**src/ethgen_pkg.sv**
```systemverilog
// shared types for the frame generator; CNT_W must stay 16, it matches the 16 bit descriptor fields
`default_nettype none

package ethgen_pkg;

   // ----------------------------------------------------------------------
   // constants
   // ----------------------------------------------------------------------
   localparam int CNT_W = 16;                      // counters, saturating

   localparam logic [7:0] PREAMBLE_BYTE = 8'h55;
   localparam logic [7:0] SFD_BYTE      = 8'hD5;
   localparam logic [7:0] VLAN_TPID_HI  = 8'h81;   // 802.1Q tpid 0x8100
   localparam logic [7:0] VLAN_TPID_LO  = 8'h00;

   localparam logic [CNT_W-1:0] MIN_FRAME_BYTES = 16'd60;  // dst through pad, crc excluded
   localparam logic [CNT_W-1:0] ADDR_BYTES      = 16'd6;

   localparam logic [31:0] CRC_POLY = 32'h04C1_1DB7;  // ieee 802.3
   localparam logic [31:0] CRC_INIT = 32'hFFFF_FFFF;

   // ----------------------------------------------------------------------
   // frame fields, order matters: DST..PAD is the crc range
   // ----------------------------------------------------------------------
   typedef enum logic [3:0] {
      FLD_IDLE     = 4'd0,
      FLD_PREAMBLE = 4'd1,
      FLD_SFD      = 4'd2,
      FLD_DST      = 4'd3,
      FLD_SRC      = 4'd4,
      FLD_TAG      = 4'd5,
      FLD_LENTYPE  = 4'd6,
      FLD_DATA     = 4'd7,
      FLD_PAD      = 4'd8,
      FLD_CRC      = 4'd9,
      FLD_IPG      = 4'd10
   } field_e;

   // frame descriptor, latched on an accepted start
   typedef struct packed {
      logic [47:0] dst;            // sent lsb first
      logic [47:0] src;            // sent lsb first
      logic [3:0]  preamble_len;   // 0 behaves as 1
      logic        vlan_en;        // insert one 802.1Q tag
      logic [15:0] vlan_ctl;       // tci, high byte first
      logic [15:0] len;            // payload bytes
      logic [15:0] frmtype;        // non-zero replaces len on the wire
      logic [7:0]  cnt_start;      // payload byte 0
      logic [7:0]  cnt_step;       // payload byte 1, also the step
      logic        pad_en;         // pad to MIN_FRAME_BYTES
      logic [15:0] ipg_len;        // idle cycles after crc
   } frame_desc_t;

   // per byte control word from the sequencer
   typedef struct packed {
      field_e           field;
      logic [CNT_W-1:0] count;     // byte index inside field
      logic             sop;       // first preamble byte
      logic             eop;       // last crc byte
   } gen_ctrl_t;

endpackage

`default_nettype wire

```
**src/frame_sequencer.sv**
```systemverilog
// one frame per accepted start; desc_i must be the latched descriptor, stable until idle again
`default_nettype none
`timescale 1ns/1ps

module frame_sequencer
(
   input  logic                    rx_clk,
   input  logic                    reset,
   input  logic                    start_i,   // already qualified by done
   input  ethgen_pkg::frame_desc_t desc_i,
   output ethgen_pkg::gen_ctrl_t   ctrl_o,
   output logic                    idle_o
);

   ethgen_pkg::gen_ctrl_t ctrl_q;
   ethgen_pkg::gen_ctrl_t nxt;

   logic [ethgen_pkg::CNT_W-1:0] pos_q;      // index from first dst byte
   logic [ethgen_pkg::CNT_W-1:0] pos_nxt;
   logic [ethgen_pkg::CNT_W-1:0] cnt_inc;
   logic [ethgen_pkg::CNT_W-1:0] pos_inc;
   logic [ethgen_pkg::CNT_W-1:0] pre_last;   // index of last preamble byte
   logic                         pad_need;

   // ----------------------------------------------------------------------
   // helpers
   // ----------------------------------------------------------------------
   assign cnt_inc = (ctrl_q.count == '1) ? ctrl_q.count : ctrl_q.count + 1'b1;  // saturate
   assign pos_inc = (pos_q == '1) ? pos_q : pos_q + 1'b1;

   always_comb
   begin
      pre_last = '0;                         // a zero length still sends one byte
      if (desc_i.preamble_len > 4'd1)
         pre_last = {{(ethgen_pkg::CNT_W-4){1'b0}}, desc_i.preamble_len - 4'd1};
   end

   // more bytes needed before reaching the minimum size
   assign pad_need = desc_i.pad_en && (pos_q < ethgen_pkg::MIN_FRAME_BYTES - 1'b1);

   // ----------------------------------------------------------------------
   // next field and index
   // ----------------------------------------------------------------------
   always_comb
   begin
      nxt       = ctrl_q;
      nxt.sop   = 1'b0;
      nxt.eop   = 1'b0;
      nxt.count = cnt_inc;
      pos_nxt   = pos_inc;
      case (ctrl_q.field)
         ethgen_pkg::FLD_IDLE:
         begin
            nxt.count = '0;
            if (start_i)
            begin
               nxt.field = ethgen_pkg::FLD_PREAMBLE;
               nxt.sop   = 1'b1;             // rides with first preamble byte
            end
         end
         ethgen_pkg::FLD_PREAMBLE:
         begin
            if (ctrl_q.count >= pre_last)
            begin
               nxt.field = ethgen_pkg::FLD_SFD;
               nxt.count = '0;
            end
         end
         ethgen_pkg::FLD_SFD:
         begin
            nxt.field = ethgen_pkg::FLD_DST;
            nxt.count = '0;
            pos_nxt   = '0;                  // position starts at dst byte 0
         end
         ethgen_pkg::FLD_DST:
         begin
            if (ctrl_q.count == ethgen_pkg::ADDR_BYTES - 1'b1)
            begin
               nxt.field = ethgen_pkg::FLD_SRC;
               nxt.count = '0;
            end
         end
         ethgen_pkg::FLD_SRC:
         begin
            if (ctrl_q.count == ethgen_pkg::ADDR_BYTES - 1'b1)
            begin
               nxt.field = desc_i.vlan_en ? ethgen_pkg::FLD_TAG : ethgen_pkg::FLD_LENTYPE;
               nxt.count = '0;
            end
         end
         ethgen_pkg::FLD_TAG:
         begin
            if (ctrl_q.count == 16'd3)       // tpid hi/lo, tci hi/lo
            begin
               nxt.field = ethgen_pkg::FLD_LENTYPE;
               nxt.count = '0;
            end
         end
         ethgen_pkg::FLD_LENTYPE:
         begin
            if (ctrl_q.count == 16'd1)
            begin
               nxt.count = '0;
               if (desc_i.len != 16'd0)
                  nxt.field = ethgen_pkg::FLD_DATA;
               else if (pad_need)
                  nxt.field = ethgen_pkg::FLD_PAD;   // empty payload
               else
                  nxt.field = ethgen_pkg::FLD_CRC;
            end
         end
         ethgen_pkg::FLD_DATA:
         begin
            if (ctrl_q.count >= desc_i.len - 16'd1)
            begin
               nxt.field = pad_need ? ethgen_pkg::FLD_PAD : ethgen_pkg::FLD_CRC;
               nxt.count = '0;
            end
         end
         ethgen_pkg::FLD_PAD:
         begin
            if (!pad_need)                   // this byte is position 59
            begin
               nxt.field = ethgen_pkg::FLD_CRC;
               nxt.count = '0;
            end
         end
         ethgen_pkg::FLD_CRC:
         begin
            if (ctrl_q.count == 16'd2)
               nxt.eop = 1'b1;               // next one is the last crc byte
            if (ctrl_q.count == 16'd3)
            begin
               nxt.field = (desc_i.ipg_len != 16'd0) ? ethgen_pkg::FLD_IPG
                                                     : ethgen_pkg::FLD_IDLE;
               nxt.count = '0;
            end
         end
         ethgen_pkg::FLD_IPG:
         begin
            if (ctrl_q.count >= desc_i.ipg_len - 16'd1)
            begin
               nxt.field = ethgen_pkg::FLD_IDLE;
               nxt.count = '0;
            end
         end
         default:
         begin
            nxt.field = ethgen_pkg::FLD_IDLE;   // stray encoding, recover
            nxt.count = '0;
         end
      endcase
   end

   always_ff @(posedge rx_clk or posedge reset)
   begin
      if (reset)
      begin
         ctrl_q <= '{field: ethgen_pkg::FLD_IDLE, count: '0, sop: 1'b0, eop: 1'b0};
         pos_q  <= '0;
      end
      else
      begin
         ctrl_q <= nxt;
         pos_q  <= pos_nxt;
      end
   end

   assign ctrl_o = ctrl_q;
   assign idle_o = (ctrl_q.field == ethgen_pkg::FLD_IDLE);

endmodule

`default_nettype wire

```
**src/header_byte_mux.sv**
```systemverilog
// header byte lookup, combinational; output is don't-care outside the header fields
`default_nettype none
`timescale 1ns/1ps

module header_byte_mux
(
   input  ethgen_pkg::frame_desc_t desc_i,
   input  ethgen_pkg::gen_ctrl_t   ctrl_i,
   output logic [7:0]              hdr_byte_o
);

   logic [15:0] lentype;     // word sent in the length/type slot

   // address byte, lsb first on the wire
   function automatic logic [7:0] addr_byte(input logic [47:0] addr, input logic [2:0] idx);
      logic [7:0] b;
      case (idx)
         3'd0:    b = addr[7:0];
         3'd1:    b = addr[15:8];
         3'd2:    b = addr[23:16];
         3'd3:    b = addr[31:24];
         3'd4:    b = addr[39:32];
         3'd5:    b = addr[47:40];
         default: b = 8'h00;
      endcase
      return b;
   endfunction

   assign lentype = (desc_i.frmtype != 16'd0) ? desc_i.frmtype : desc_i.len;  // type wins

   always_comb
   begin
      case (ctrl_i.field)
         ethgen_pkg::FLD_PREAMBLE: hdr_byte_o = ethgen_pkg::PREAMBLE_BYTE;
         ethgen_pkg::FLD_SFD:      hdr_byte_o = ethgen_pkg::SFD_BYTE;
         ethgen_pkg::FLD_DST:      hdr_byte_o = addr_byte(desc_i.dst, ctrl_i.count[2:0]);
         ethgen_pkg::FLD_SRC:      hdr_byte_o = addr_byte(desc_i.src, ctrl_i.count[2:0]);
         ethgen_pkg::FLD_TAG:
         begin
            case (ctrl_i.count[1:0])
               2'd0:    hdr_byte_o = ethgen_pkg::VLAN_TPID_HI;
               2'd1:    hdr_byte_o = ethgen_pkg::VLAN_TPID_LO;
               2'd2:    hdr_byte_o = desc_i.vlan_ctl[15:8];  // tci high first
               default: hdr_byte_o = desc_i.vlan_ctl[7:0];
            endcase
         end
         ethgen_pkg::FLD_LENTYPE:
            hdr_byte_o = ctrl_i.count[0] ? lentype[7:0] : lentype[15:8];  // network order
         default:
            hdr_byte_o = 8'h00;      // data, pad, crc come from elsewhere
      endcase
   end

endmodule

`default_nettype wire

```
**src/payload_pattern.sv**
```systemverilog
// counting payload; byte values wrap modulo 256, no error pattern
`default_nettype none
`timescale 1ns/1ps

module payload_pattern
(
   input  logic                    rx_clk,
   input  logic                    reset,
   input  ethgen_pkg::frame_desc_t desc_i,
   input  ethgen_pkg::gen_ctrl_t   ctrl_i,
   output logic [7:0]              pay_byte_o
);

   logic [7:0] data_q;       // next counting value
   logic       in_data;

   assign in_data = (ctrl_i.field == ethgen_pkg::FLD_DATA);

   // start value at byte 0, step from byte 2 on
   always_ff @(posedge rx_clk or posedge reset)
   begin
      if (reset)
         data_q <= 8'h00;
      else if (in_data)
      begin
         if (ctrl_i.count == 16'd0)
            data_q <= desc_i.cnt_start;
         else if (ctrl_i.count >= 16'd2)
            data_q <= data_q + desc_i.cnt_step;  // wraps
      end
   end

   // byte 0 start, byte 1 step, then the counter
   always_comb
   begin
      if (ctrl_i.count == 16'd0)
         pay_byte_o = desc_i.cnt_start;
      else if (ctrl_i.count == 16'd1)
         pay_byte_o = desc_i.cnt_step;
      else
         pay_byte_o = data_q;
   end

endmodule

`default_nettype wire

```
**src/crc32_gen.sv**
```systemverilog
// ethernet fcs over dst..pad; byte_i must be the byte on the line for the same ctrl
`default_nettype none
`timescale 1ns/1ps

module crc32_gen
(
   input  logic                  rx_clk,
   input  logic                  reset,
   input  ethgen_pkg::gen_ctrl_t ctrl_i,
   input  logic [7:0]            byte_i,
   output logic [7:0]            crc_byte_o
);

   logic [31:0] crc_q;
   logic [7:0]  crc_sel;     // register byte for this crc index
   logic        fold_en;

   // one byte, lsb first, msb-first shift register form
   function automatic logic [31:0] crc_fold(input logic [31:0] crc, input logic [7:0] data);
      logic [31:0] c;
      c = crc;
      for (int i = 0; i < 8; i++)
      begin
         if (data[i] ^ c[31])
            c = (c << 1) ^ ethgen_pkg::CRC_POLY;
         else
            c = c << 1;
      end
      return c;
   endfunction

   // covered range, relies on field_e ordering
   assign fold_en = (ctrl_i.field >= ethgen_pkg::FLD_DST) &&
                    (ctrl_i.field <= ethgen_pkg::FLD_PAD);

   // ----------------------------------------------------------------------
   // running register
   // ----------------------------------------------------------------------
   always_ff @(posedge rx_clk or posedge reset)
   begin
      if (reset)
         crc_q <= ethgen_pkg::CRC_INIT;
      else if (ctrl_i.field == ethgen_pkg::FLD_SFD)
         crc_q <= ethgen_pkg::CRC_INIT;         // fresh for every frame
      else if (fold_en)
         crc_q <= crc_fold(crc_q, byte_i);
   end

   // ----------------------------------------------------------------------
   // fcs bytes: index k takes register byte 3-k
   // ----------------------------------------------------------------------
   assign crc_sel = crc_q[{~ctrl_i.count[1:0], 3'b000} +: 8];

   always_comb
   begin
      for (int i = 0; i < 8; i++)
         crc_byte_o[i] = ~crc_sel[7-i];         // reversed and inverted
   end

endmodule

`default_nettype wire

```
**src/gmii_rx_stage.sv**
```systemverilog
// gmii style output register, no rx_er and no hold delay
`default_nettype none
`timescale 1ns/1ps

module gmii_rx_stage
(
   input  logic                  rx_clk,
   input  logic                  reset,
   input  ethgen_pkg::gen_ctrl_t ctrl_i,
   input  logic [7:0]            hdr_byte_i,
   input  logic [7:0]            pay_byte_i,
   input  logic [7:0]            crc_byte_i,
   output logic [7:0]            line_byte_o,  // also feeds the crc
   output logic [7:0]            rxd_o,
   output logic                  rx_dv_o,
   output logic                  sop_o,
   output logic                  eop_o
);

   logic active;             // a frame byte this cycle

   assign active = (ctrl_i.field != ethgen_pkg::FLD_IDLE) &&
                   (ctrl_i.field != ethgen_pkg::FLD_IPG);

   // byte source by field
   always_comb
   begin
      case (ctrl_i.field)
         ethgen_pkg::FLD_DATA: line_byte_o = pay_byte_i;
         ethgen_pkg::FLD_PAD:  line_byte_o = 8'h00;
         ethgen_pkg::FLD_CRC:  line_byte_o = crc_byte_i;
         default:              line_byte_o = hdr_byte_i;  // preamble..lentype
      endcase
   end

   always_ff @(posedge rx_clk or posedge reset)
   begin
      if (reset)
      begin
         rxd_o   <= 8'h00;
         rx_dv_o <= 1'b0;
         sop_o   <= 1'b0;
         eop_o   <= 1'b0;
      end
      else
      begin
         rxd_o   <= active ? line_byte_o : 8'h00;  // quiet line between frames
         rx_dv_o <= active;
         sop_o   <= ctrl_i.sop;                    // markers straight from the sequencer
         eop_o   <= ctrl_i.eop;
      end
   end

endmodule

`default_nettype wire

```
**src/ethgen_top.sv**
```systemverilog
// start_i is taken only while done_o is high; starts while busy are dropped
`default_nettype none
`timescale 1ns/1ps

module ethgen_top
(
   input  logic                    rx_clk,
   input  logic                    reset,
   input  logic                    start_i,
   input  ethgen_pkg::frame_desc_t desc_i,
   output logic [7:0]              rxd_o,
   output logic                    rx_dv_o,
   output logic                    sop_o,
   output logic                    eop_o,
   output logic                    done_o
);

   ethgen_pkg::frame_desc_t desc_q;     // held for the whole frame
   ethgen_pkg::gen_ctrl_t   ctrl;
   logic                    idle;
   logic                    start_ok;   // accepted start
   logic [7:0]              hdr_byte;
   logic [7:0]              pay_byte;
   logic [7:0]              crc_byte;
   logic [7:0]              line_byte;

   assign start_ok = start_i & done_o & idle;

   // ----------------------------------------------------------------------
   // descriptor latch and done flag
   // ----------------------------------------------------------------------
   always_ff @(posedge rx_clk)
   begin
      if (start_ok)
         desc_q <= desc_i;
   end

   always_ff @(posedge rx_clk or posedge reset)
   begin
      if (reset)
         done_o <= 1'b1;
      else if (start_ok)
         done_o <= 1'b0;                // busy from next edge
      else if (idle)
         done_o <= 1'b1;                // back one cycle after idle
   end

   frame_sequencer u_seq
   (
      .rx_clk  (rx_clk),
      .reset   (reset),
      .start_i (start_ok),
      .desc_i  (desc_q),
      .ctrl_o  (ctrl),
      .idle_o  (idle)
   );

   header_byte_mux u_hdr
   (
      .desc_i     (desc_q),
      .ctrl_i     (ctrl),
      .hdr_byte_o (hdr_byte)
   );

   payload_pattern u_pay
   (
      .rx_clk     (rx_clk),
      .reset      (reset),
      .desc_i     (desc_q),
      .ctrl_i     (ctrl),
      .pay_byte_o (pay_byte)
   );

   crc32_gen u_crc
   (
      .rx_clk     (rx_clk),
      .reset      (reset),
      .ctrl_i     (ctrl),
      .byte_i     (line_byte),
      .crc_byte_o (crc_byte)
   );

   gmii_rx_stage u_out
   (
      .rx_clk      (rx_clk),
      .reset       (reset),
      .ctrl_i      (ctrl),
      .hdr_byte_i  (hdr_byte),
      .pay_byte_i  (pay_byte),
      .crc_byte_i  (crc_byte),
      .line_byte_o (line_byte),
      .rxd_o       (rxd_o),
      .rx_dv_o     (rx_dv_o),
      .sop_o       (sop_o),
      .eop_o       (eop_o)
   );

endmodule

`default_nettype wire

```
**config.mk**
```make
export PLATFORM = sky130hd
export DESIGN_NAME = ethgen_top
export DESIGN_NICKNAME = d
export VERILOG_FILES = /design/src/ethgen_pkg.sv /design/src/frame_sequencer.sv /design/src/header_byte_mux.sv /design/src/payload_pattern.sv /design/src/crc32_gen.sv /design/src/gmii_rx_stage.sv /design/src/ethgen_top.sv
export SDC_FILE = /design/constraint.sdc
export NUM_CORES = 1
export LEC_CHECK = 0
export ABC_AREA = 1
export BUFFER_PORTS_ARGS = -buffer_cell sky130_fd_sc_hd__clkbuf_2
export CAP_MARGIN = 20
export CORE_MARGIN = 2
export CORE_UTILIZATION = 36
export CTS_BUF_LIST = sky130_fd_sc_hd__clkbuf_16
export DETAILED_ROUTE_END_ITERATION = 10
export GPL_TIMING_DRIVEN = 0
export PLACE_DENSITY = 0.67
export SETUP_SLACK_MARGIN = 0.1
export SLEW_MARGIN = 20
export SYNTH_ARGS = -nofsm -noshare
export SYNTH_HDL_FRONTEND = slang
export SYNTH_SLANG_ARGS = --single-unit
```
**constraint.sdc**
```tcl
create_clock -name rx_clk -period 8.9 [get_ports rx_clk]
set_input_delay 1.335 -clock rx_clk [delete_from_list [all_inputs] [get_ports rx_clk]]
set_output_delay 1.335 -clock rx_clk [all_outputs]
set_load 0.02 [all_outputs]
```
; Word level (Yosys, flattened, before mapping)
; Index checks and enable logic that the tools add are counted.
[classes]
n_reduce_logical = 16
eq_ne = 35
bitwise = 27
n_shift = 1
addsub = 6
magnitude_cmp = 8
n_mux = 61
[op_table]
columns = cell, n
row1 = $mux 32, 16
row2 = $pmux 20 s11, 1
row3 = $mux 27, 8
row4 = $mux 20, 9
row5 = $pmux 8 s6, 3
row6 = $not 14->14, 8
row7 = $mux 16, 4
row8 = $mux 8, 6
row9 = $pmux 8 s3, 2
row10 = $reduce_bool 16->1, 3
row11 = $add 16x1->16 const B, 2
row12 = $eq 16x16->1 const B, 2
row13 = $eq 16x2->1 const B, 2
row14 = $ge 16x16->1, 2
row15 = $shiftx 32x6->8, 1
row16 = $sub 16x1->16 const B, 2
row17 = $eq 16x1->1 const B, 1
row18 = $eq 16x3->1 const B, 1
row19 = $eq 4x3->1 const B, 4
row20 = $ge 16x2->1 const B, 1
row21 = $ge 16x4->1, 1
row22 = $logic_not 16->1, 1
row23 = $lt 16x6->1 const B, 1
row24 = $mux 4, 4
row25 = 30 further kinds, 69
[word_totals]
output_inout_bits = 12
reg_bits = 272

; Logic depth before layout (Yosys ltp)
; Gate-level depths: netlist of the first run.
[logic_depth]
depth_word = 37
mapped_depth = 26
depth_no_buf = 24

; By module
; From an unflattened synthesis of the first run, not the netlist that was laid out.
[unflattened]
hier_cells = 1883
hier_area_um2 = 15833.9
[by_module_without_submodules]
columns = module, area_per_inst_um2, seq_area_each_um2, instances, cells_each
row1 = ethgen_top, 5517.8, 5491.5, 1, 190
row2 = frame_sequencer, 3941.3, 950.9, 1, 600
row3 = crc32_gen, 2830.2, 840.8, 1, 415
row4 = header_byte_mux, 1752.9, 0.0, 1, 406
row5 = payload_pattern, 1142.3, 200.2, 1, 180
row6 = gmii_rx_stage, 649.4, 275.3, 1, 92

; Least setup slack after synthesis of the first run
; OpenSTA, ideal clock, no wires.
[synth_timing]
path_kind = input-to-reg
startpoint = input port start_i
endpoint = register u_seq.ctrl_q, in the netlist u_seq.ctrl_o[1]
arrival_time_ns = 9.015
setup_time_ns = 0.925
stages = 2
path_slack_ns = -1.039
cell_sequence = nand2_1 -> nor2_1
[synth_via]
elab_chain_cells = 4
[synth_rtl]
columns = item, line
row1 = from (decl), ethgen_top.sv:9  ; input logic start_i,
row2 = $and 1x1->1 (2 in a row), ethgen_top.sv:27  ; assign start_ok = start_i & done_o & idle;
row3 = named net start_ok, ethgen_top.sv:21  ; logic start_ok;
row4 = $mux 1, frame_sequencer.sv:55  ; if (start_i)
row5 = $mux 1, frame_sequencer.sv:51  ; case (ctrl_q.field)
row6 = to (signal assigned), frame_sequencer.sv:159  ; ctrl_q <= '{field: ethgen_pkg::FLD_IDLE, count: '0, sop: 1'b0, eop: 1'b0};
row7 = to (signal assigned), frame_sequencer.sv:164  ; ctrl_q <= nxt;
row8 = to (decl), frame_sequencer.sv:15  ; ethgen_pkg::gen_ctrl_t ctrl_q;
; The timed path passes the listed nets, and every way through them passes these cells.
; A chain may end at the register's enable or synchronous reset.

; Worst setup path after layout of the first run
[layout_timing]
startpoint = register u_seq.ctrl_q, in the netlist u_seq.ctrl_o[2]
endpoint = register u_crc.crc_q[8]
[layout_via]
elab_chain_cells = 34
elab_cells_between_ends = 62
[layout_rtl]
columns = item, line
row1 = $not 2->2 (tied with other cells), crc32_gen.sv:52  ; assign crc_sel = crc_q[{~ctrl_i.count[1:0], 3'b000} +: 8];
row2 = $shiftx 32x6->8 (tied with other cells), crc32_gen.sv:52
row3 = $not 1->1 (tied with other cells), crc32_gen.sv:57  ; crc_byte_o[i] = ~crc_sel[7-i];
row4 = $pmux 8 s3 (*), gmii_rx_stage.sv:28  ; case (ctrl_i.field)
row5 = $xor 1x1->1, crc32_gen.sv:24  ; if (data[i] ^ c[31])
row6 = $mux 27, crc32_gen.sv:24
row7 = $mux 32, crc32_gen.sv:45  ; else if (fold_en)
row8 = $mux 32, crc32_gen.sv:43  ; else if (ctrl_i.field == ethgen_pkg::FLD_SFD)
row9 = [18 not listed], --
row10 = $not 14->14 (no line), --
row11 = $mux 27, crc32_gen.sv:24
row12 = $mux 32, crc32_gen.sv:45
row13 = $mux 32, crc32_gen.sv:43
row14 = $not 14->14 (no line), --
row15 = $mux 27 (*), crc32_gen.sv:24
row16 = $mux 32 (*), crc32_gen.sv:45
row17 = $mux 32 (*), crc32_gen.sv:43
row18 = to (signal assigned), crc32_gen.sv:42  ; crc_q <= ethgen_pkg::CRC_INIT;
row19 = to (signal assigned), crc32_gen.sv:44  ; crc_q <= ethgen_pkg::CRC_INIT;
row20 = to (signal assigned), crc32_gen.sv:46  ; crc_q <= crc_fold(crc_q, byte_i);
row21 = to (decl), crc32_gen.sv:14  ; logic [31:0] crc_q;
; Every way passes the cells marked *; elsewhere a longest branch is shown, timed or not. The select of a mux whose other input is x is not followed.

==> impl_metrics.env, run 1 <==
export IMPL_async_reset_ff_frac=0.331
export IMPL_p_switching_mw=2.37
export IMPL_die_y_um=205
export IMPL_status="completed"
export IMPL_arrival_ps=5700
export IMPL_cts_max_level=1
export IMPL_regArea_mm2=0.00776
export IMPL_cts_buffer_depth=3
export IMPL_worst_slew_pin_slew_ps=1110
export IMPL_drt_total_wl_mm=41.6
export IMPL_clock_sinks=272
export IMPL_powerDensity_mw_per_mm2=323
export IMPL_whs_ps=348
export IMPL_holdPathStages=0
export IMPL_ant_nets=0
export IMPL_ir_drop_mv=0.227
export IMPL_vias=12200
export IMPL_critPathCaptureType="flop"
export IMPL_die_x_um=205
export IMPL_synth_cells=1626
export IMPL_nFillCells=3884
export IMPL_nNetsFinal=2103
export IMPL_synth_cell_type_count=54
export IMPL_synth_area_leader_cell="edfxtp_1"
export IMPL_finalHoldViolations=0
export IMPL_relSlewSlack=0.261
export IMPL_grt_met1_usage=0.275
export IMPL_hpwl_mm=31.3
export IMPL_initial_utilization=0.366
export IMPL_clock_fmax_ghz=0.193
export IMPL_path_max_fanout=14
export IMPL_antenna_cells=0
export IMPL_routabilityCongestion=0.930
export IMPL_drive_gt1_frac=0.185
export IMPL_period_needed_ps=5180
export IMPL_firstDrtPassIters=5
export IMPL_ys_seq_area_frac=0.531
export IMPL_fin_crit_sh=0.582
export IMPL_synth_area_per_cell_um2=8.98
export IMPL_multi_input_area_mm2=0.00596
export IMPL_pwr_share_seq=0.342
export IMPL_drv_cap=0
export IMPL_wire_per_inst_um=17.3
export IMPL_viasPerCell=5.04
export IMPL_syn_area_mm2=0.0146
export IMPL_antenna_found_initial=1
export IMPL_met3_usage=0.0393
export IMPL_drv_slew=0
export IMPL_synth_edf_count=182
export IMPL_core_area_mm2=0.0399
export IMPL_grt_max_degree=49
export IMPL_drt_iter0_markers=857
export IMPL_fin_cells=2412
export IMPL_p_int_mw=3.27
export IMPL_io_pins=197
export IMPL_yosys_warnings=0
export IMPL_worst_r2r_path_depth=20
export IMPL_die_area_mm2=0.0422
export IMPL_clockRootBuffer="clkbuf_16"
export IMPL_insertion_delay_ps=590
export IMPL_power_leakage_nw=8.01
export IMPL_grt_pass1_vias=11800
export IMPL_cts_resized_gates=0
export IMPL_start_kind="flop"
export IMPL_rows=73
export IMPL_drc=0
export IMPL_rsz0062_at_grt="false"
export IMPL_dp_cells=2355
export IMPL_hold_path_class="reg -> reg"
export IMPL_grt_busiest_layer="met2"
export IMPL_cts_inserted_buffers=31
export IMPL_portBuffers=196
export IMPL_grt_first_pass_wirelength_mm=65.4
export IMPL_postCtsHoldBufs=0
export IMPL_post_cts_buffers=0
export IMPL_pwr_share_comb=0.433
export IMPL_syn_nets=1866
export IMPL_clk_pin_slew_ps=60
export IMPL_grtUsageTotal=0.201
export IMPL_fin_skew_ps=14.7
export IMPL_p_clk_frac=0.225
export IMPL_worstSetupPathType="reg -> reg"
export IMPL_fin_setup_tns_ps=0
export IMPL_p_sw_frac=0.420
export IMPL_syn_to_final_growth_pct=19.5
export IMPL_synth_top_area_frac=0.374
export IMPL_ys_seq_elements=272
export IMPL_grtUsageMet2=0.322
export IMPL_synth_area_leaders="edfxtp_1 37%, nand2_1 11%, dfrtp_1 9.8%"
export IMPL_cts_tree="yes"
export IMPL_crit_required_ps=9420
export IMPL_ys_dominant_reg_cell="edfxtp_1"
export IMPL_grt_overflow=0
export IMPL_setup_viol=0
## routing by layer
metal | vias to the layer above | routed length, um
met1 | 5724 | 18500
met4 | 0 | 1110
met2 | 448 | 19000
met5 | - | 0
met3 | 79 | 3080
li1 | 5903 | -
## flip-flops by register name, indices dropped and copies added (netlist names), 8 cells and up
register and flops:
u_seq.ctrl_o 22, u_crc.crc_q 32, u_seq.pos_q 16, desc_q 182, u_out.rxd_o 8, u_pay.data_q 8
## power by group through the flow
| stage | logic [mW] | registers [mW] | clock network (mW) |
|---|---|---|---|
| 6_report | 2.44 | 1.93 | 1.27 |
| 5_1_grt | 2.72 | 1.95 | 1.36 |
| 4_1_cts | 2.42 | 1.93 | 1.30 |
| 3_5_place_dp | 2.41 | 1.95 | 0 |
| 3_3_place_gp | 2.31 | 1.99 | 0 |
| 2_1_floorplan | 1.67 | 1.94 | 0 |
## cell usage in the layout, fill, tap and decap left out, types with 57 or more instances in the layout
cell type and count:
xor2_1 59, nand3_1 143, clkbuf_2 196, inv_1 192
a21oi_1 67, dfrtp_1 57, nand2_1 420, edfxtp_1 182
nor2_1 151
## final timing paths
path / from / end / slack, ps
worst max-delay path: u_seq.ctrl_o[2]$_DFF_PP0_ / u_crc.crc_q[8]$_DFFE_PP1P_ / 3720
worst min-delay path: u_seq.ctrl_o[1]$_DFF_PP0_ / u_out.sop_o$_DFF_PP0_ / 350
worst max register to register: u_seq.ctrl_o[2]$_DFF_PP0_ / u_crc.crc_q[8]$_DFFE_PP1P_ / 3720
worst min register to register: u_seq.ctrl_o[1]$_DFF_PP0_ / u_out.sop_o$_DFF_PP0_ / 350
max in group asynchronous: reset / u_crc.crc_q[12]$_DFFE_PP1P_ / 7470
min in group asynchronous: reset / u_seq.ctrl_o[1]$_DFF_PP0_ / 780
## worst max-delay path, cell delays in order, from the launching register on
cell      delay [ps]
dfrtp_1          470
inv_1            210
clkbuf_1         850
ha_1             480
buf_1            550
nand2_1          220
nor2_4           310
nand2_1          130
nand2_1          200
nand2_1           90
nand2_1          120
nand3_1           80
nand2_1          340
nand2_1          130
nand2_2          210
nand2_1          120
nand3_1          270
inv_2             70
nand3_1           80
o21ai_1           60
nor2_1           100
## stage by stage
step | setup WS [ps] | power [mW] | util | area [um^2]
6_report | 3720 | 5.64 | 0.437 | 17500
5_1_grt | 3530 | 6.03 | 0.437 | 17500
4_1_cts | 3860 | 5.65 | 0.437 | 17500
3_5_place_dp | 3890 | 4.35 | 0.412 | 16400
3_3_place_gp | 54.0 | 4.31 | 0.407 | 16200
2_1_floorplan | 2190 | 3.61 | - | 14600
## logic make-up (layout without fill, tap and decap cells)
kind of cell             Yosys count  count (layout)  share of synthesized area
XOR/XNOR                          71              71                     0.0449
adder cells (fa/ha/maj)           55              55                     0.0477
AO/OA/AOI/OAI                    190             190                     0.0749
AND/OR/NAND/NOR                  812             812                      0.239
multiplexers                       1               1                   0.000686
buffers and inverters            225             486                     0.0610
flip-flops                       272             272                      0.531
## layout make-up
| type | instances | share of cell area |
|---|---|---|
| flip-flops and latches | 272 | 0.445 |
| repair buffers | 204 | 0.0671 |
| plain buffers | 32 | 0.00939 |
| inverters | 193 | 0.0419 |
| clock inverters | 26 | 0.0136 |
| clock buffers | 31 | 0.0444 |
| well taps | 525 | 0.0376 |
| multi-input cells | 1129 | 0.341 |
## cell usage after synthesis (4+ instances only)
| cell | number |
|---|---|
| ha_1 | 54 |
| buf_2 | 8 |
| xnor2_1 | 9 |
| nand2_2 | 16 |
| a21oi_2 | 7 |
| o21ai_0 | 54 |
| a211oi_1 | 9 |
| or2_2 | 5 |
| inv_2 | 4 |
| edfxtp_1 | 182 |
| a22o_1 | 4 |
| xor2_1 | 59 |
| inv_1 | 188 |
| buf_4 | 5 |
| o21ai_1 | 5 |
| nor2_1 | 152 |
| o22ai_1 | 19 |
| nand2_1 | 420 |
| nor2_2 | 4 |
| dfstp_2 | 33 |
| nand4_1 | 14 |
| a21oi_1 | 67 |
| nor4_1 | 6 |
| clkbuf_1 | 15 |
| nand3_1 | 143 |
| nor3_1 | 33 |
| a31oi_1 | 13 |
| nand3b_1 | 4 |
| dfrtp_1 | 57 |
Note: power is estimated with default switching activity, not from simulation.
==> run 2: changes to the inputs <==
ABC_AREA = 0   (was 1)
PLACE_DENSITY = 0.65   (was 0.67)
clock period = 5.35 ns   (was 8.9 ns; I/O delays follow)
==> run 2 against run 1 <==
Effect of this change:
- fmax grew 1.5%
- critical endpoint is now u_crc.crc_q[7]$_DFFE_PP1P_
- worst setup slack worse by 3500 ps
- critical path type unchanged
- largest power group unchanged
- routed wire length is 7.6% lower
==> impl_metrics.env, run 2 <==
export IMPL_status="completed"
export IMPL_path_max_fanout=10
export IMPL_timing_rr_end="u_crc.crc_q[7]$_DFFE_PP1P_"
export IMPL_final_util=0.444
export IMPL_grtUsageTotal=0.196
export IMPL_start_kind="flop"
export IMPL_postCtsHoldBufs=0
export IMPL_regArea_mm2=0.00776
export IMPL_clockRootBuffer="clkbuf_16"
export IMPL_cts_max_level=1
export IMPL_worst_slew_pin_slew_ps=981
export IMPL_synth_top_area_frac=0.397
export IMPL_die_area_mm2=0.0399
export IMPL_critPathCaptureType="flop"
export IMPL_timing_critical_path_mode_cell="buf_2"
export IMPL_largest_register="desc_q"
export IMPL_drv_cap=0
export IMPL_multi_input_area_mm2=0.00578
export IMPL_synth_area_leader_cell="edfxtp_1"
export IMPL_reg2reg_slack_ps=250
export IMPL_viasPerCell=5.26
export IMPL_die_y_um=200
export IMPL_wire_per_inst_um=20.3
export IMPL_fin_ws_ps=249
export IMPL_crit_path_cell_trace="buf_2 > inv_1 > ha_1 > buf_2 > buf_2 > buf_2 > buf_4 > a222oi_1 > nand2_1 > a22oi_1 > o21ai_0 > or3_1 > xor2_4 > xnor2_2 > xnor2_1 > xor2_1 > a21oi_1"
export IMPL_clk_pin_slew_ps=70
export IMPL_portBuffers=196
export IMPL_nFillCells=3539
export IMPL_final_common_cell="clkbuf_2"
export IMPL_syn_nets=1358
export IMPL_arrival_ps=5560
export IMPL_antenna_found_initial=2
export IMPL_worstSetupPathType="reg -> reg"
export IMPL_die_x_um=200
export IMPL_synth_area_per_cell_um2=12.3
export IMPL_drt_iter0_markers=826
export IMPL_async_reset_ff_frac=0.331
export IMPL_crit_start="u_seq.ctrl_o[3]$_DFF_PP0_"
export IMPL_crit_required_ps=5810
export IMPL_finalHoldViolations=0
export IMPL_nNetsFinal=1598
export IMPL_cts_inserted_buffers=30
export IMPL_grt_first_pass_wirelength_mm=59.1
export IMPL_largest_reg_flops=182
export IMPL_period_needed_ps=5100
export IMPL_final_cell_mix="197 x clkbuf_2, 182 x edfxtp_1, 113 x nor2_1, 88 x a21oi_1, 72 x xnor2_1"
export IMPL_powerDensity_mw_per_mm2=614
export IMPL_syn_to_final_growth_pct=21.3
export IMPL_synth_area_leaders="edfxtp_1 40%, dfrtp_1 10%, dfstp_2 6.3%"
export IMPL_syn_area_mm2=0.0138
export IMPL_yosys_warnings=0
export IMPL_fin_crit_sh=0.953
export IMPL_synthTopCellsByCount="182 x edfxtp_1, 113 x nor2_1, 88 x a21oi_1"
export IMPL_setup_viol=0
export IMPL_ys_seq_elements=272
export IMPL_final_cell_area_mm2=0.0167
export IMPL_firstDrtPassIters=6
export IMPL_clock_fmax_ghz=0.196
export IMPL_drt_total_wl_mm=38.5
export IMPL_hold_path_class="in -> async"
export IMPL_io_pins=197
export IMPL_cts_tree="yes"
export IMPL_synth_cell_type_count=81
export IMPL_placed_cell_area_mm2=0.0155
export IMPL_rsz0062_at_grt="false"
export IMPL_relSlewSlack=0.337
export IMPL_clock_sinks=272
export IMPL_yosysMostFrequentCell="edfxtp_1"
export IMPL_vias=9960
export IMPL_ir_drop_mv=0.528
export IMPL_drv_slew=0
export IMPL_hpwl_mm=28.9
export IMPL_max_stage_delay_ps=700
export IMPL_grt_max_degree=51
export IMPL_cp_slowest_cell="dfrtp_1"
export IMPL_synth_cells=1118
export IMPL_drive_gt1_frac=0.271
export IMPL_timing_rr_start="u_seq.ctrl_o[3]$_DFF_PP0_"
export IMPL_whs_ps=232
export IMPL_fin_skew_ps=62.3
export IMPL_insertion_delay_ps=610
export IMPL_ys_dominant_reg_cell="edfxtp_1"
export IMPL_drc=0
export IMPL_routabilityCongestion=0.897
export IMPL_grt_pass1_vias=9975
export IMPL_critPathCapture="u_crc.crc_q[7]$_DFFE_PP1P_"
export IMPL_power_total_mw=10.3
export IMPL_power_leakage_nw=6.60
export IMPL_core_area_mm2=0.0377
export IMPL_grt_overflow=0
export IMPL_rows=71
export IMPL_ys_seq_area_frac=0.563
export IMPL_cts_buffer_depth=3
export IMPL_dpl_worst_slack_ps=-132
export IMPL_synth_edf_count=182
export IMPL_initial_utilization=0.366
export IMPL_ant_nets=0
export IMPL_worst_r2r_path_depth=17
run 2: cell count changes after synthesis, moves of 14 or more:
cell	delta
nand2_1	-380
nand2b_1	+14
mux2_2	+16
a21o_1	+16
xnor2_1	+63
a21oi_1	+21
a222oi_1	+14
nand3_1	-115
nor2_1	-39
inv_1	-167
nand2_2	-15
xor2_1	-24
run 2: worst min path at each step:
stage	start	endpoint	cells past startpoint
floorplan	u_seq.ctrl_o[0]$_DFF_PP0_	u_out.eop_o$_DFF_PP0_	0
global placement	u_seq.ctrl_o[1]$_DFF_PP0_	u_out.sop_o$_DFF_PP0_	0
detailed placement	u_seq.ctrl_o[0]$_DFF_PP0_	u_out.eop_o$_DFF_PP0_	0
CTS	reset	u_out.rxd_o[0]$_DFF_PP0_	2
global route	reset	u_out.rxd_o[0]$_DFF_PP0_	2
finish	reset	u_out.rxd_o[0]$_DFF_PP0_	2
run 2: power by group:
part           switching (mW)  internal (mW)
clock                   0.885           1.32
sequential              0.344           2.92
combinational            2.74           2.06
run 2: timing repair:
item,CTS,global route
pin swaps,1,1
gates resized for setup,6,6
buffers inserted,3,4
endpoints found under the hold margin,0,0
endpoints found under the setup margin,14,12
run 2: layout make-up:
cell class	instances	share of cell area
buffer	46	0.0133
inverter	21	0.00524
tap	511	0.0382
timing repair buffer	208	0.0695
multi-input combinational	779	0.346
antenna	1	0.000150
sequential	272	0.464
clock inverter	26	0.0188
clock buffer	30	0.0449
run 2: cells by family after synthesis:
logic type,share of synthesized area
AOI/OAI and AO/OA,0.119
xor gates and xnor gates,0.0916
adders and majority gates,0.0505
buffers and inverters,0.0214
DFF,0.563
muxes,0.0305
and+or+nand+nor,0.124
run 2: through the flow:
stage | instances | TNS (ps)
2_1_floorplan | 1118 | 0
3_3_place_gp | 1825 | -413
3_5_place_dp | 1830 | -492
4_1_cts | 1889 | 0
5_1_grt | 1894 | 0
6_report | 1894 | 0
run 2: worst max-delay path, delay by kind of cell, from the launching register on:
family / cells / cell delay [ps]
buf+inv: 6 / 1470
xor+xnor: 4 / 1080
simple gates: 2 / 700
compound gates: 4 / 800
flops: 1 / 700
fa+ha+maj: 1 / 200
run 2: layer usage:
| layer | track usage | routed length (um) |
|---|---|---|
| met4 | 0.0582 | 1070 |
| met3 | 0.0268 | 2550 |
| met1 | 0.265 | 16300 |
| met2 | 0.327 | 18500 |
| met5 | 0 | 8 |
==> run 3: changes to the inputs <==
SYNTH_HIERARCHICAL = 1   (was default)
==> run 3 against run 2 <==
Effect of this change:
- fmax rose by 8.3%
- design area rose by 4.4%
- count of clock-buffer cells in the layout rose by 4
- combinational power fell by 3%
- critical endpoint is now u_crc/crc_q[5]$_DFFE_PP1P_
- largest power group unchanged
==> impl_metrics.env, run 3 <==
export IMPL_worst_slew_pin_slew_ps=966
export IMPL_io_pins=197
export IMPL_hpwl_mm=29.0
export IMPL_worst_r2r_path_depth=12
export IMPL_antenna_found_initial=1
export IMPL_finalHoldViolations=0
export IMPL_drc=0
export IMPL_clockRootBuffer="clkbuf_16"
export IMPL_synth_area_per_cell_um2=12.0
export IMPL_clock_fmax_ghz=0.212
export IMPL_wl_met1_mm=17.0
export IMPL_clk_pin_slew_ps=60
export IMPL_final_cell_mix="198 x clkbuf_2, 182 x edfxtp_1, 104 x nor2_1, 79 x nand2_1, 77 x a21oi_1"
export IMPL_final_common_cell="clkbuf_2"
export IMPL_fin_crit_sh=0.880
export IMPL_reg2reg_slack_ps=640
export IMPL_grt_overflow=0
export IMPL_max_stage_delay_ps=760
export IMPL_start_kind="flop"
export IMPL_cp_slowest_cell="dfrtp_1"
export IMPL_synth_area_leaders="edfxtp_1 37%, dfrtp_1 9.7%, dfstp_2 5.9%"
export IMPL_post_cts_buffers=0
export IMPL_synth_area_leader_cell="edfxtp_1"
export IMPL_powerDensity_mw_per_mm2=575
export IMPL_cts_max_level=2
export IMPL_ir_drop_mv=0.353
export IMPL_die_area_mm2=0.0423
export IMPL_timing_critical_path_mode_cell="buf_2"
export IMPL_rows=73
export IMPL_crit_path_cell_trace="buf_2 > buf_2 > buf_2 > nor2_1 > o21ai_0 > o2111ai_1 > mux2i_1 > o21ai_1 > xnor2_1 > xnor2_1 > xnor3_1 > a21oi_1"
export IMPL_routabilityCongestion=0.877
export IMPL_yosys_warnings=6
export IMPL_die_x_um=206
export IMPL_grt_first_pass_wirelength_mm=60.7
export IMPL_synth_cell_type_count=105
export IMPL_clock_sinks=272
export IMPL_grtUsageTotal=0.187
export IMPL_drive_gt1_frac=0.272
export IMPL_rsz0062_at_grt="false"
export IMPL_synth_edf_count=182
export IMPL_die_y_um=206
export IMPL_yosysMostFrequentCell="edfxtp_1"
export IMPL_dp_cells=1945
export IMPL_ant_nets=0
export IMPL_setup_viol=0
export IMPL_cts_tree="yes"
export IMPL_largest_register="desc_q"
export IMPL_cts_inserted_buffers=34
export IMPL_drt_total_wl_mm=38.9
export IMPL_grt_pass1_vias=10800
export IMPL_worstSetupPathType="reg -> reg"
export IMPL_timing_rr_start="u_seq/ctrl_o[3]$_DFF_PP0_"
export IMPL_drv_cap=0
export IMPL_fin_ws_ps=641
export IMPL_initial_utilization=0.367
export IMPL_critPathCaptureType="flop"
export IMPL_timing_rr_end="u_crc/crc_q[5]$_DFFE_PP1P_"
export IMPL_synthTopCellsByCount="182 x edfxtp_1, 104 x nor2_1, 79 x nand2_1"
export IMPL_fin_setup_tns_ps=0
export IMPL_path_max_fanout=14
export IMPL_syn_nets=1457
export IMPL_synth_top_area_frac=0.373
export IMPL_antenna_cells=0
export IMPL_power_leakage_nw=6.94
export IMPL_portBuffers=196
export IMPL_postCtsHoldBufs=0
export IMPL_cts_resized_gates=0
export IMPL_drv_slew=0
export IMPL_arrival_ps=5180
export IMPL_crit_required_ps=5820
export IMPL_fin_cells=2007
export IMPL_async_reset_ff_frac=0.331
export IMPL_dr_wl_met2_mm=17.7
export IMPL_synth_cells=1220
export IMPL_period_needed_ps=4710
export IMPL_insertion_delay_ps=540
export IMPL_wl_met3_mm=3.08
export IMPL_power_total_mw=10.0
export IMPL_syn_to_final_growth_pct=19.2
export IMPL_top_layer_used="met5"
export IMPL_viasPerCell=5.37
export IMPL_hold_path_class="in -> async"
export IMPL_status="completed"
export IMPL_wire_per_inst_um=19.4
export IMPL_ys_dominant_reg_cell="edfxtp_1"
export IMPL_largest_reg_flops=182
export IMPL_drt_iter0_markers=804
export IMPL_fin_skew_ps=17.4
export IMPL_vias=10800
export IMPL_firstDrtPassIters=6
export IMPL_ys_seq_area_frac=0.530
export IMPL_core_area_mm2=0.0399
export IMPL_grt_max_degree=58
export IMPL_dpl_worst_slack_ps=793
export IMPL_cts_buffer_depth=3
export IMPL_ys_seq_elements=272
export IMPL_relSlewSlack=0.350
export IMPL_syn_area_mm2=0.0146
export IMPL_final_cell_area_mm2=0.0175
export IMPL_nNetsFinal=1693
export IMPL_placed_cell_area_mm2=0.0164
run 3: changes by cell type in the layout (fill, tap and decap cells not counted), moves of 10 or more:
| cell | change |
|---|---|
| xnor3_1 | +13 |
| buf_4 | -10 |
| a21o_1 | -12 |
| a211o_2 | +10 |
| nand2_1 | +39 |
| xnor2_1 | -15 |
| clkbuf_1 | -10 |
| inv_1 | +25 |
| a21oi_1 | -11 |
| a222oi_1 | -14 |
| mux2i_1 | +19 |
run 3: power breakdown:
group          internal [mW]  switching (mW)
sequential              2.83           0.336
combinational           2.29            2.37
clock                   1.31           0.911
run 3: worst max-delay path by stage:
stage	from	to	slack, ps
5_1_grt	u_seq/ctrl_o[3]$_DFF_PP0_	u_crc/crc_q[5]$_DFFE_PP1P_	380
6_report	u_seq/ctrl_o[3]$_DFF_PP0_	u_crc/crc_q[5]$_DFFE_PP1P_	640
4_1_cts	u_seq/ctrl_o[3]$_DFF_PP0_	u_crc/crc_q[5]$_DFFE_PP1P_	710
3_5_place_dp	u_seq/ctrl_o[3]$_DFF_PP0_	u_crc/crc_q[5]$_DFFE_PP1P_	790
2_1_floorplan	desc_q[56]$_DFFE_PP_	u_seq/ctrl_o[14]$_DFF_PP0_	1610
3_3_place_gp	u_seq/ctrl_o[3]$_DFF_PP0_	u_crc/crc_q[5]$_DFFE_PP1P_	760
run 3: routing by layer:
layer | global-route usage | vias up
met5 | 0 | -
met4 | 0.0650 | 2
met3 | 0.0472 | 74
met2 | 0.294 | 423
met1 | 0.252 | 5228
li1 | - | 5059
run 3: critical path: cells and delay by family, from the launching register on:
family / cells / cell delay, ps
buffers and inverters: 3 / 950
AO/OA/AOI/OAI: 4 / 1010
multiplexers: 1 / 330
flip-flops: 1 / 760
AND/OR/NAND/NOR: 1 / 90
XOR/XNOR: 3 / 1480
run 3: logic make-up (layout without fill, tap and decap cells):
logic type               count (synthesis)  after routing  synth area share
AND/OR/NAND/NOR                        388            388             0.144
flip-flops                             272            272             0.530
AO/OA/AOI/OAI                          250            250             0.111
XOR/XNOR                               119            119            0.0950
buffers and inverters                   88            350            0.0300
adder cells (fa/ha/maj)                 52             52            0.0449
multiplexers                            51             51            0.0453
run 3: cell type report:
cell class	instances	area [um^2]
well taps	525	657
repair buffers	200	1080
inverters	42	158
plain buffers	46	282
fillers	3658	22500
clock buffers	34	851
flip-flops and latches	272	7760
multi-input cells	860	6450
clock inverters	28	229
run 3: through the flow:
stage | hold WS [ps] | utilization
detailed placement | 339 | 0.410
global route | 268 | 0.437
CTS | 238 | 0.437
global placement | 334 | 0.408
floorplan | 331 | -
finish | 277 | 0.437
